## src/source/arbiter_pkg.sv

```systemverilog
// Oldest-first arbiter definitions
package arbiter_pkg;

  // Stream widths
  localparam int data_width = 64;
  localparam int strb_width = data_width / 8;
  localparam int tuser_width = 128;

  // Receive ports and the width of a port index
  localparam int num_ports = 4;
  localparam int port_bits = 2;

  // Arrival timestamp field inside tuser
  localparam int ts_pos = 32;
  localparam int ts_width = 32;

  // Per-port FIFO sizing
  localparam int fifo_addr_bits = 2;
  localparam int fifo_depth = 1 << fifo_addr_bits;

  // One stream beat as it is buffered and forwarded
  typedef struct packed {
    logic [data_width-1:0]  tdata;
    logic [strb_width-1:0]  tstrb;
    logic [tuser_width-1:0] tuser;
    logic                   tlast;
  } axis_beat_t;

  // Index of a receive port
  typedef logic [port_bits-1:0] port_idx_t;

endpackage
```

## src/source/oldest_first_arbiter.sv

```systemverilog
// Oldest-first stream arbiter
module oldest_first_arbiter (
  input  logic                              axi_aclk,
  input  logic                              reset,
  input  logic                              sw_rst,
  input  arbiter_pkg::axis_beat_t           s_axis_beat [arbiter_pkg::num_ports],
  input  logic [arbiter_pkg::num_ports-1:0] s_axis_tvalid,
  output logic [arbiter_pkg::num_ports-1:0] s_axis_tready,
  output arbiter_pkg::axis_beat_t           m_axis_beat,
  output logic                              m_axis_tvalid,
  input  logic                              m_axis_tready
);

  // FIFO heads and status toward the arbitration logic
  arbiter_pkg::axis_beat_t           heads [arbiter_pkg::num_ports];
  logic [arbiter_pkg::num_ports-1:0] empties;
  logic [arbiter_pkg::num_ports-1:0] pops;

  // Comparator result
  arbiter_pkg::port_idx_t oldest;

  // One receive FIFO per port
  for (genvar i = 0; i < arbiter_pkg::num_ports; i++) begin : g_port
    port_fifo u_fifo (
      .axi_aclk (axi_aclk),
      .reset    (reset),
      .sw_rst   (sw_rst),
      .in_beat  (s_axis_beat[i]),
      .in_valid (s_axis_tvalid[i]),
      .in_ready (s_axis_tready[i]),
      .pop      (pops[i]),
      .head     (heads[i]),
      .empty    (empties[i])
    );
  end

  age_compare u_age_compare (
    .heads   (heads),
    .empties (empties),
    .oldest  (oldest)
  );

  packet_sequencer u_sequencer (
    .axi_aclk      (axi_aclk),
    .reset         (reset),
    .sw_rst        (sw_rst),
    .oldest        (oldest),
    .heads         (heads),
    .empties       (empties),
    .pops          (pops),
    .m_axis_beat   (m_axis_beat),
    .m_axis_tvalid (m_axis_tvalid),
    .m_axis_tready (m_axis_tready)
  );

endmodule

```

## src/source/packet_sequencer.sv

```systemverilog
// Packet sequencer
module packet_sequencer (
  input  logic                              axi_aclk,
  input  logic                              reset,
  input  logic                              sw_rst,
  input  arbiter_pkg::port_idx_t            oldest,
  input  arbiter_pkg::axis_beat_t           heads [arbiter_pkg::num_ports],
  input  logic [arbiter_pkg::num_ports-1:0] empties,
  output logic [arbiter_pkg::num_ports-1:0] pops,
  output arbiter_pkg::axis_beat_t           m_axis_beat,
  output logic                              m_axis_tvalid,
  input  logic                              m_axis_tready
);

  // Low while awaiting a packet, high inside one
  logic in_packet;

  // Port that owns the packet in flight
  arbiter_pkg::port_idx_t locked_port;

  // Port currently offered on the master side
  arbiter_pkg::port_idx_t sel;

  logic xfer;
  logic first_beat;
  logic last_beat;

  // Between packets follow the comparator, inside one stay on the owner
  always_comb begin
    if (in_packet) begin
      sel = locked_port;
    end else begin
      sel = oldest;
    end
  end

  // Master stream straight from the chosen head
  assign m_axis_beat = heads[sel];
  assign m_axis_tvalid = !empties[sel];

  // Beat accepted downstream this cycle
  assign xfer = m_axis_tvalid && m_axis_tready;

  // Start and end of a multi-beat packet
  assign first_beat = xfer && !in_packet && !m_axis_beat.tlast;
  assign last_beat = xfer && in_packet && m_axis_beat.tlast;

  // One-hot pop on the port that just transferred
  always_comb begin
    pops = '0;
    if (xfer) begin
      pops[sel] = 1'b1;
    end
  end

  // Single-beat packets leave the state alone
  always_ff @(posedge axi_aclk) begin
    if (reset || sw_rst) begin
      in_packet <= 1'b0;
    end else if (first_beat) begin
      in_packet <= 1'b1;
    end else if (last_beat) begin
      in_packet <= 1'b0;
    end
  end

  // Capture the owner on the first beat of a packet
  always_ff @(posedge axi_aclk) begin
    if (reset || sw_rst) begin
      locked_port <= '0;
    end else if (first_beat) begin
      locked_port <= sel;
    end
  end

endmodule

```

## src/source/age_compare.sv

```systemverilog
// Oldest head comparator
module age_compare (
  input  arbiter_pkg::axis_beat_t heads [arbiter_pkg::num_ports],
  input  logic [arbiter_pkg::num_ports-1:0] empties,
  output arbiter_pkg::port_idx_t            oldest
);

  // Sort key per port, empty flag on top of the timestamp
  logic [arbiter_pkg::ts_width:0] keys [arbiter_pkg::num_ports];

  // Running minimum along the chain
  logic [arbiter_pkg::ts_width:0] chain_key [arbiter_pkg::num_ports];
  arbiter_pkg::port_idx_t         chain_idx [arbiter_pkg::num_ports];

  // Empty ports get an all-ones key above any real timestamp
  for (genvar i = 0; i < arbiter_pkg::num_ports; i++) begin : g_key
    assign keys[i] = {
      empties[i],
      heads[i].tuser[arbiter_pkg::ts_pos +: arbiter_pkg::ts_width] |
        {arbiter_pkg::ts_width{empties[i]}}
    };
  end

  // Chain starts at port 0
  assign chain_key[0] = keys[0];
  assign chain_idx[0] = '0;

  // Strict less-than keeps the earlier port, so ties move to the later one
  for (genvar i = 1; i < arbiter_pkg::num_ports; i++) begin : g_chain
    logic keep_prev;

    assign keep_prev = (chain_key[i-1] < keys[i]);

    always_comb begin
      if (keep_prev) begin
        chain_key[i] = chain_key[i-1];
        chain_idx[i] = chain_idx[i-1];
      end else begin
        chain_key[i] = keys[i];
        chain_idx[i] = arbiter_pkg::port_idx_t'(i);
      end
    end
  end

  // Winner sits at the end of the chain
  assign oldest = chain_idx[arbiter_pkg::num_ports-1];

endmodule

```

## src/source/port_fifo.sv

```systemverilog
// Per-port fall-through FIFO
module port_fifo (
  input  logic                    axi_aclk,
  input  logic                    reset,
  input  logic                    sw_rst,
  input  arbiter_pkg::axis_beat_t in_beat,
  input  logic                    in_valid,
  output logic                    in_ready,
  input  logic                    pop,
  output arbiter_pkg::axis_beat_t head,
  output logic                    empty
);

  // Beat storage
  arbiter_pkg::axis_beat_t mem [arbiter_pkg::fifo_depth];

  logic [arbiter_pkg::fifo_addr_bits-1:0] wr_ptr;
  logic [arbiter_pkg::fifo_addr_bits-1:0] rd_ptr;
  logic [arbiter_pkg::fifo_addr_bits:0]   count;

  logic wr_en;
  logic rd_en;
  logic nearly_full;

  // Nearly full once one slot is left
  assign nearly_full = (count >= arbiter_pkg::fifo_depth - 1);
  assign empty = (count == '0);

  // Upstream handshake
  assign in_ready = !nearly_full;
  assign wr_en = in_valid && in_ready;

  // A pop on an empty FIFO is ignored
  assign rd_en = pop && !empty;

  // Head is visible with no read latency
  assign head = mem[rd_ptr];

  always_ff @(posedge axi_aclk) begin
    if (wr_en) begin
      mem[wr_ptr] <= in_beat;
    end
  end

  // Pointers wrap on their own at the depth
  always_ff @(posedge axi_aclk) begin
    if (reset || sw_rst) begin
      wr_ptr <= '0;
      rd_ptr <= '0;
    end else begin
      if (wr_en) begin
        wr_ptr <= wr_ptr + 1'b1;
      end
      if (rd_en) begin
        rd_ptr <= rd_ptr + 1'b1;
      end
    end
  end

  // Occupancy, unchanged on a simultaneous push and pop
  always_ff @(posedge axi_aclk) begin
    if (reset || sw_rst) begin
      count <= '0;
    end else begin
      case ({wr_en, rd_en})
        2'b10: begin
          count <= count + 1'b1;
        end
        2'b01: begin
          count <= count - 1'b1;
        end
        default: begin
          count <= count;
        end
      endcase
    end
  end

endmodule

```

## config.mk

```make
export PLATFORM = sky130hd
export DESIGN_NAME = oldest_first_arbiter
export DESIGN_NICKNAME = d
export VERILOG_FILES = /design/src/source/arbiter_pkg.sv /design/src/source/oldest_first_arbiter.sv /design/src/source/packet_sequencer.sv /design/src/source/age_compare.sv /design/src/source/port_fifo.sv
export SDC_FILE = /design/constraint.sdc
export NUM_CORES = 2
export LEC_CHECK = 0
export ABC_CLOCK_PERIOD_IN_PS = 17800
export BUFFER_PORTS_ARGS = -buffer_cell sky130_fd_sc_hd__buf_2
export CAP_MARGIN = 20
export CORE_MARGIN = 3
export CORE_UTILIZATION = 55
export DETAILED_ROUTE_END_ITERATION = 6
export PLACE_DENSITY = 0.84
export SLEW_MARGIN = 20
export SYNTH_ARGS = -nofsm -noshare
export SYNTH_HDL_FRONTEND = slang
export SYNTH_HIERARCHICAL = 1
export SYNTH_SLANG_ARGS = --single-unit
```

## constraint.sdc

```tcl
create_clock -name axi_aclk -period 17.8 [get_ports axi_aclk]
set_input_delay 2.67 -clock axi_aclk [delete_from_list [all_inputs] [get_ports axi_aclk]]
set_output_delay 2.67 -clock axi_aclk [all_outputs]
set_load 0.005 [all_outputs]
```

======== Word-level counts from Yosys, hierarchy flattened ========
Memories as Yosys holds them, arrays and structs flattened. A register that Yosys moved wholly into a read port is not among the register bits.
Cells that the tools add are included.
storage, ports and cells
  bits in registers ....................... 31
  word-level logic and storage cells ...... 128
  memory bits (writable) .................. 3216
  memories ................................ 4
  output and inout port bits .............. 206
memory list
  memory                words  width  read ports  clocked after memory_dff  write ports  RTL line         source
  g_port[0].u_fifo.mem  4      201    1           1                         1            port_fifo.sv:15  arbiter_pkg::axis_beat_t mem [arbiter_pkg::fifo_depth];
  g_port[1].u_fifo.mem  4      201    1           1                         1            port_fifo.sv:15
  g_port[2].u_fifo.mem  4      201    1           1                         1            port_fifo.sv:15
  g_port[3].u_fifo.mem  4      201    1           1                         1            port_fifo.sv:15
operators by class
  mux-type cells .......................... 36
  reduce and logical (&&, ||, !) cells .... 35
  eq/ne operators ......................... 8
  bitwise logic cells ..................... 5
  $lt $le $gt $ge ......................... 10
  add/sub/neg operators ................... 16
operator list
  operator             count
  $bmux 201 s2         1
  $mux 201             2
  $or 32x32->32        4
  $lt 33x33->1         3
  $mux 33              2
  $pmux 3 s2           4
  $mux 2               11
  $add 2x1->2 const B  8
  $logic_and 1x1->1    14
  $mux 1               13
  $add 3x1->3 const B  4
  $ge 3x2->1 const B   4
  $logic_not 3->1      4
  $sub 3x1->3 const B  4
  $logic_not 1->1      11
  $reduce_bool 2->1    5
  $eq 2x1->1 const B   4
  $eq 2x2->1 const B   4
  $mux 4               1
  $ge 3x3->1 const B   1
  $lt 2x3->1 const B   1
  $not 2->3            1
  $bmux 1 s2           1
  $demux 1 s2          1
  2 further kinds      2

======== Longest topological paths before layout ========
  word-level depth ........................ 17
  depth in mapped cells ................... 47

======== Cells and area by module ========
The synthesis kept the hierarchy.
modules (own cells, without submodules)
  module            instances  area an instance (µm²)  cells an instance
  port_fifo         4          29686.0                 1103
  packet_sequencer  1          5061.1                  289
  age_compare       1          3920.0                  579

======== Worst setup path before layout ========
No wires, ideal clock.
  path kind ............................... register to output
  start ................................... register g_port[1].u_fifo/count[0] (netlist name)
  end ..................................... output m_axis_beat[142] (netlist name)
  stages on the path, launching flop included .. 38
  data required time ...................... 15.130 ns
  arrival time ............................ 8.702 ns
  setup slack ............................. 6.428 ns
  buffers on the path ..................... 9
  cells stage by stage .................... dfxtp_1 > nor3_2 > clkbuf_1 > clkbuf_1 > buf_1 > nor2_1 > ha_1 > nand4_2 > or4_1 > nor2_2 > nor3_2 > buf_2 > buf_2 > nor3_1 > a21oi_1 > ha_1 > nand4_1 > nor4_1 > [... 2 more ...] > o31ai_2 > o21ai_4 > buf_6 > mux2_4 > ha_1 > nand4_1 > or2_2 > nor4_1 > nand4_1 > a21oi_1 > o31ai_1 > o21bai_1 > or2_1 > mux2_2 > buf_2 > buf_2 > buf_2 > mux4_2
RTL lines
  item                    RTL line                   source
  from (decl)             port_fifo.sv:19            logic [arbiter_pkg::fifo_addr_bits:0] count;
  from (signal assigned)  port_fifo.sv:67            count <= count + 1'b1;
  from (signal assigned)  port_fifo.sv:70            count <= count - 1'b1;
  from (signal assigned)  port_fifo.sv:73            count <= count;
  to (decl)               oldest_first_arbiter.sv:9  output arbiter_pkg::axis_beat_t m_axis_beat,

==> flow_metrics.env <==
export IMPL_crit_type="reg -> out"
export IMPL_pwr_share_clk_pct=36.7
export IMPL_ant_nets=0
export IMPL_cp_top_family="simple AND/OR/NAND/NOR gates"
export IMPL_cp_required_ns=15.13
export IMPL_clockRootBuffer="clkbuf_16"
export IMPL_seq_area_frac_synth_pct=76.2
export IMPL_clock_latency_ns=1.00
export IMPL_grt_usage_pct=32.2
export IMPL_grt_pass1_vias=68000
export IMPL_synth_distinct_cells=62
export IMPL_violations="design-rule violations"
export IMPL_io_pins=1018
export IMPL_post_route_period_util_pct=87.2
export IMPL_slew_violations=0
export IMPL_drt_iter0_markers=10500
export IMPL_timing_critical_path_slowest_cell_delay_ns=0.83
export IMPL_syn_num_nets=6212
export IMPL_powerDensity_mw_per_mm2=130
export IMPL_cp_depth=34
export IMPL_met2_length_um=188000
export IMPL_routed_wl_um=387000
export IMPL_drive_above_1_share_pct=40.1
export IMPL_comb_power_share_pct=17.5
export IMPL_wl_per_cell_um=38.5
export IMPL_fin_skew_ns=0.107
export IMPL_start_util_pct=55.4
export IMPL_power_switching_mw=4.85
export IMPL_netlist_instances=5280
export IMPL_critPathCaptureType="output port"
export IMPL_tns_ns=0
export IMPL_fillers=14400
export IMPL_synth_top_area_share_pct=75.6
export IMPL_hold_depth=2
export IMPL_die_w_um=488
export IMPL_power_leakage_nw=47.4
export IMPL_met1_length_um=121000
export IMPL_grt_pass1_wl_um=532000
export IMPL_holdWs_ns=0.476
export IMPL_cts_clk_slew_worst_paths_ns=0.05
export IMPL_ys_warn_count=6
export IMPL_cpMostUsedCell="nor4_1"
export IMPL_clock_sink_count=3255
export IMPL_cts_hold_buf=0
export IMPL_final_setup_viol_count=0
export IMPL_start_kind="flop"
export IMPL_gp_congestion=0.895
export IMPL_p_int_mw=14.2
export IMPL_hold_path_class="reg -> reg"
export IMPL_p_seq_share_pct=45.8
export IMPL_cts_inserted_buffers=335
export IMPL_drv_cap=0
export IMPL_met3_length_um=47100
export IMPL_cp_arrival_ns=12.85
export IMPL_drcViolationCount=4
export IMPL_die_area_mm2=0.238
export IMPL_multi_input_area_mm2=0.0276
export IMPL_fin_crit_ns=15.52
export IMPL_final_hold_violation_count=0
export IMPL_synthArstFlopShare_pct=0
export IMPL_ys_top_cells_by_count="3,216 x edfxtp_1, 1,005 x mux4_2, 124 x nor2_1, 116 x ha_1, 110 x buf_2"
export IMPL_rows=176
export IMPL_fmax_mhz=64.4
export IMPL_peakVddDrop_mv=0.177
export IMPL_grt_start_max_net_pins=86
export IMPL_syn2layout_area_growth_pct=14.8
export IMPL_synth_area_top_cells="edfxtp_1 76%, mux4_2 18%, buf_12 1.3%, ha_1 1.1%, dfxtp_1 0.61%"
export IMPL_highest_layer="met5"
export IMPL_syn_cell_area_mm2=0.128
export IMPL_switching_share_pct=25.5
export IMPL_vias_per_cell=6.76
export IMPL_status="finished with violations"
export IMPL_grt_ovfl_total=0
export IMPL_synth_seq_cells=3255
export IMPL_cts_tree="built"
export IMPL_worstMarginPinSlew_ns=1.24
export IMPL_dr_pass1_iters=7
export IMPL_grt_antenna_before_repair=293
export IMPL_postCtsSetupBuffers=0
export IMPL_synthFlopType="edfxtp_1"
export IMPL_syn_avg_cell_area_um2=24.2
export IMPL_cp_max_fo=54
export IMPL_synth_largest_area_cell="edfxtp_1"
export IMPL_slew_headroom_pct=17.5
export IMPL_numPortBuffers=1017
export IMPL_synth_edf_count=3216
export IMPL_rsz0062_at_grt="false"
export IMPL_post_synth_top_count_cell="edfxtp_1"
export IMPL_crit_buf_inv=5
export IMPL_die_height_um=488
export IMPL_clk_path_buf_depth=4
export IMPL_cts_max_level=5
export IMPL_slowest_stage="nor4_1"
export IMPL_final_nets=7424
export IMPL_regArea_mm2=0.0974
export IMPL_core_area_mm2=0.231
export IMPL_dr_total_vias=68000
export IMPL_dpl_hpwl_um=231000
export IMPL_cts_resized=0
export IMPL_reg2reg_depth=41
[power by group through the flow]
| stage | Combinational (mW) | Clock (mW) | Sequential (mW) |
|---|---|---|---|
| after floorplan | 1.81 | 0 | 8.87 |
| after global placement | 3.13 | 0 | 8.83 |
| after detailed placement | 3.21 | 0 | 8.85 |
| after CTS | 3.26 | 7.01 | 8.70 |
| after global routing | 3.42 | 7.29 | 8.71 |
| final | 3.32 | 6.98 | 8.70 |
[final timing paths]
check                                           from                                endpoint  slack, ns
max           g_port[1].u_fifo/count[0]$_SDFFE_PP0P_                        m_axis_beat[194]       2.28
min reg2reg  g_port[1].u_fifo/rd_ptr[1]$_SDFFE_PP0P_                                    flop       0.48
max reg2reg   g_port[1].u_fifo/count[0]$_SDFFE_PP0P_  g_port[2].u_fifo/count[2]$_SDFFE_PP0P_       5.01
min          g_port[1].u_fifo/rd_ptr[1]$_SDFFE_PP0P_                                    flop       0.48
[sequential cells by signal, indices dropped and copies added (netlist names), named ones only]
signal	cells
u_sequencer/locked_port	2
u_sequencer/in_packet	1
g_port.u_fifo/mem	3216
g_port.u_fifo/count	12
g_port.u_fifo/wr_ptr	8
g_port.u_fifo/rd_ptr	8
[per-layer routing]
layer  vias up  global-route usage [%]
li1      25400                       -
met1     35200                    38.8
met2      5853                    50.9
met3      1369                    9.54
met4       110                    21.2
met5         -                       0
[stage by stage]
stage          area [um^2]  total power [mW]  std cells  worst slack [ns]  utilization (%)
6_report            147000              19.0      10100              2.28             63.6
5_1_grt             146000              19.4       9950              1.63             63.5
4_1_cts             146000              19.0       9755              1.88             63.2
3_5_place_dp        135000              12.1       9180              2.91             58.6
3_3_place_gp        135000              12.0       9179              3.32             58.6
2_1_floorplan       128000              10.7       5280              6.43                -
[layout make-up]
cell class | instances | area share [%]
sequential | 3255 | 66.4
multi-input combinational | 1680 | 18.9
clock buffer | 405 | 5.98
timing repair buffer | 1130 | 4.11
tap | 3026 | 2.58
clock inverter | 170 | 1.28
antenna | 303 | 0.517
inverter | 90 | 0.230
[worst reg2reg max path, delay by kind of cell (launching register included)]
kind / cells / cell delay, ns
muxes: 1 / 0.36
and+or+nand+nor: 19 / 6.37
buffers and inverters: 4 / 1.39
DFF: 1 / 0.37
xor gates and xnor gates: 1 / 0.17
AOI/OAI and AO/OA: 11 / 2.50
adders and majority gates: 5 / 1.60
[logic make-up (layout without fill, tap and decap cells)]
| family | Yosys count | count (layout) | share of synthesized area, % |
|---|---|---|---|
| other | 0 | 303 | 0 |
| buffers and inverters | 345 | 1795 | 2.25 |
| and+or+nand+nor | 347 | 347 | 1.36 |
| AOI/OAI and AO/OA | 157 | 157 | 0.745 |
| muxes | 1048 | 1048 | 18.2 |
| xor gates and xnor gates | 8 | 8 | 0.0549 |
| DFF | 3255 | 3255 | 76.2 |
| adders and majority gates | 120 | 120 | 1.20 |
[layout by cell type (no fill, tap or decap), types with 15 or more instances in the layout]
cell type / n
o21ai_0: 32
and3_4: 16
mux2_4: 28
edfxtp_1: 3216
clkbuf_1: 62
clkinv_2: 44
mux4_2: 1005
buf_4: 106
clkbuf_16: 339
buf_2: 1017
bufinv_16: 38
clkinv_1: 56
diode_2: 303
clkinvlp_4: 15
nand4_1: 15
or2_2: 36
dfxtp_1: 31
ha_1: 116
nor3_1: 37
a21oi_1: 84
nor2_1: 124
nand2_1: 56
inv_1: 90
(Power assumes the default switching activity.)
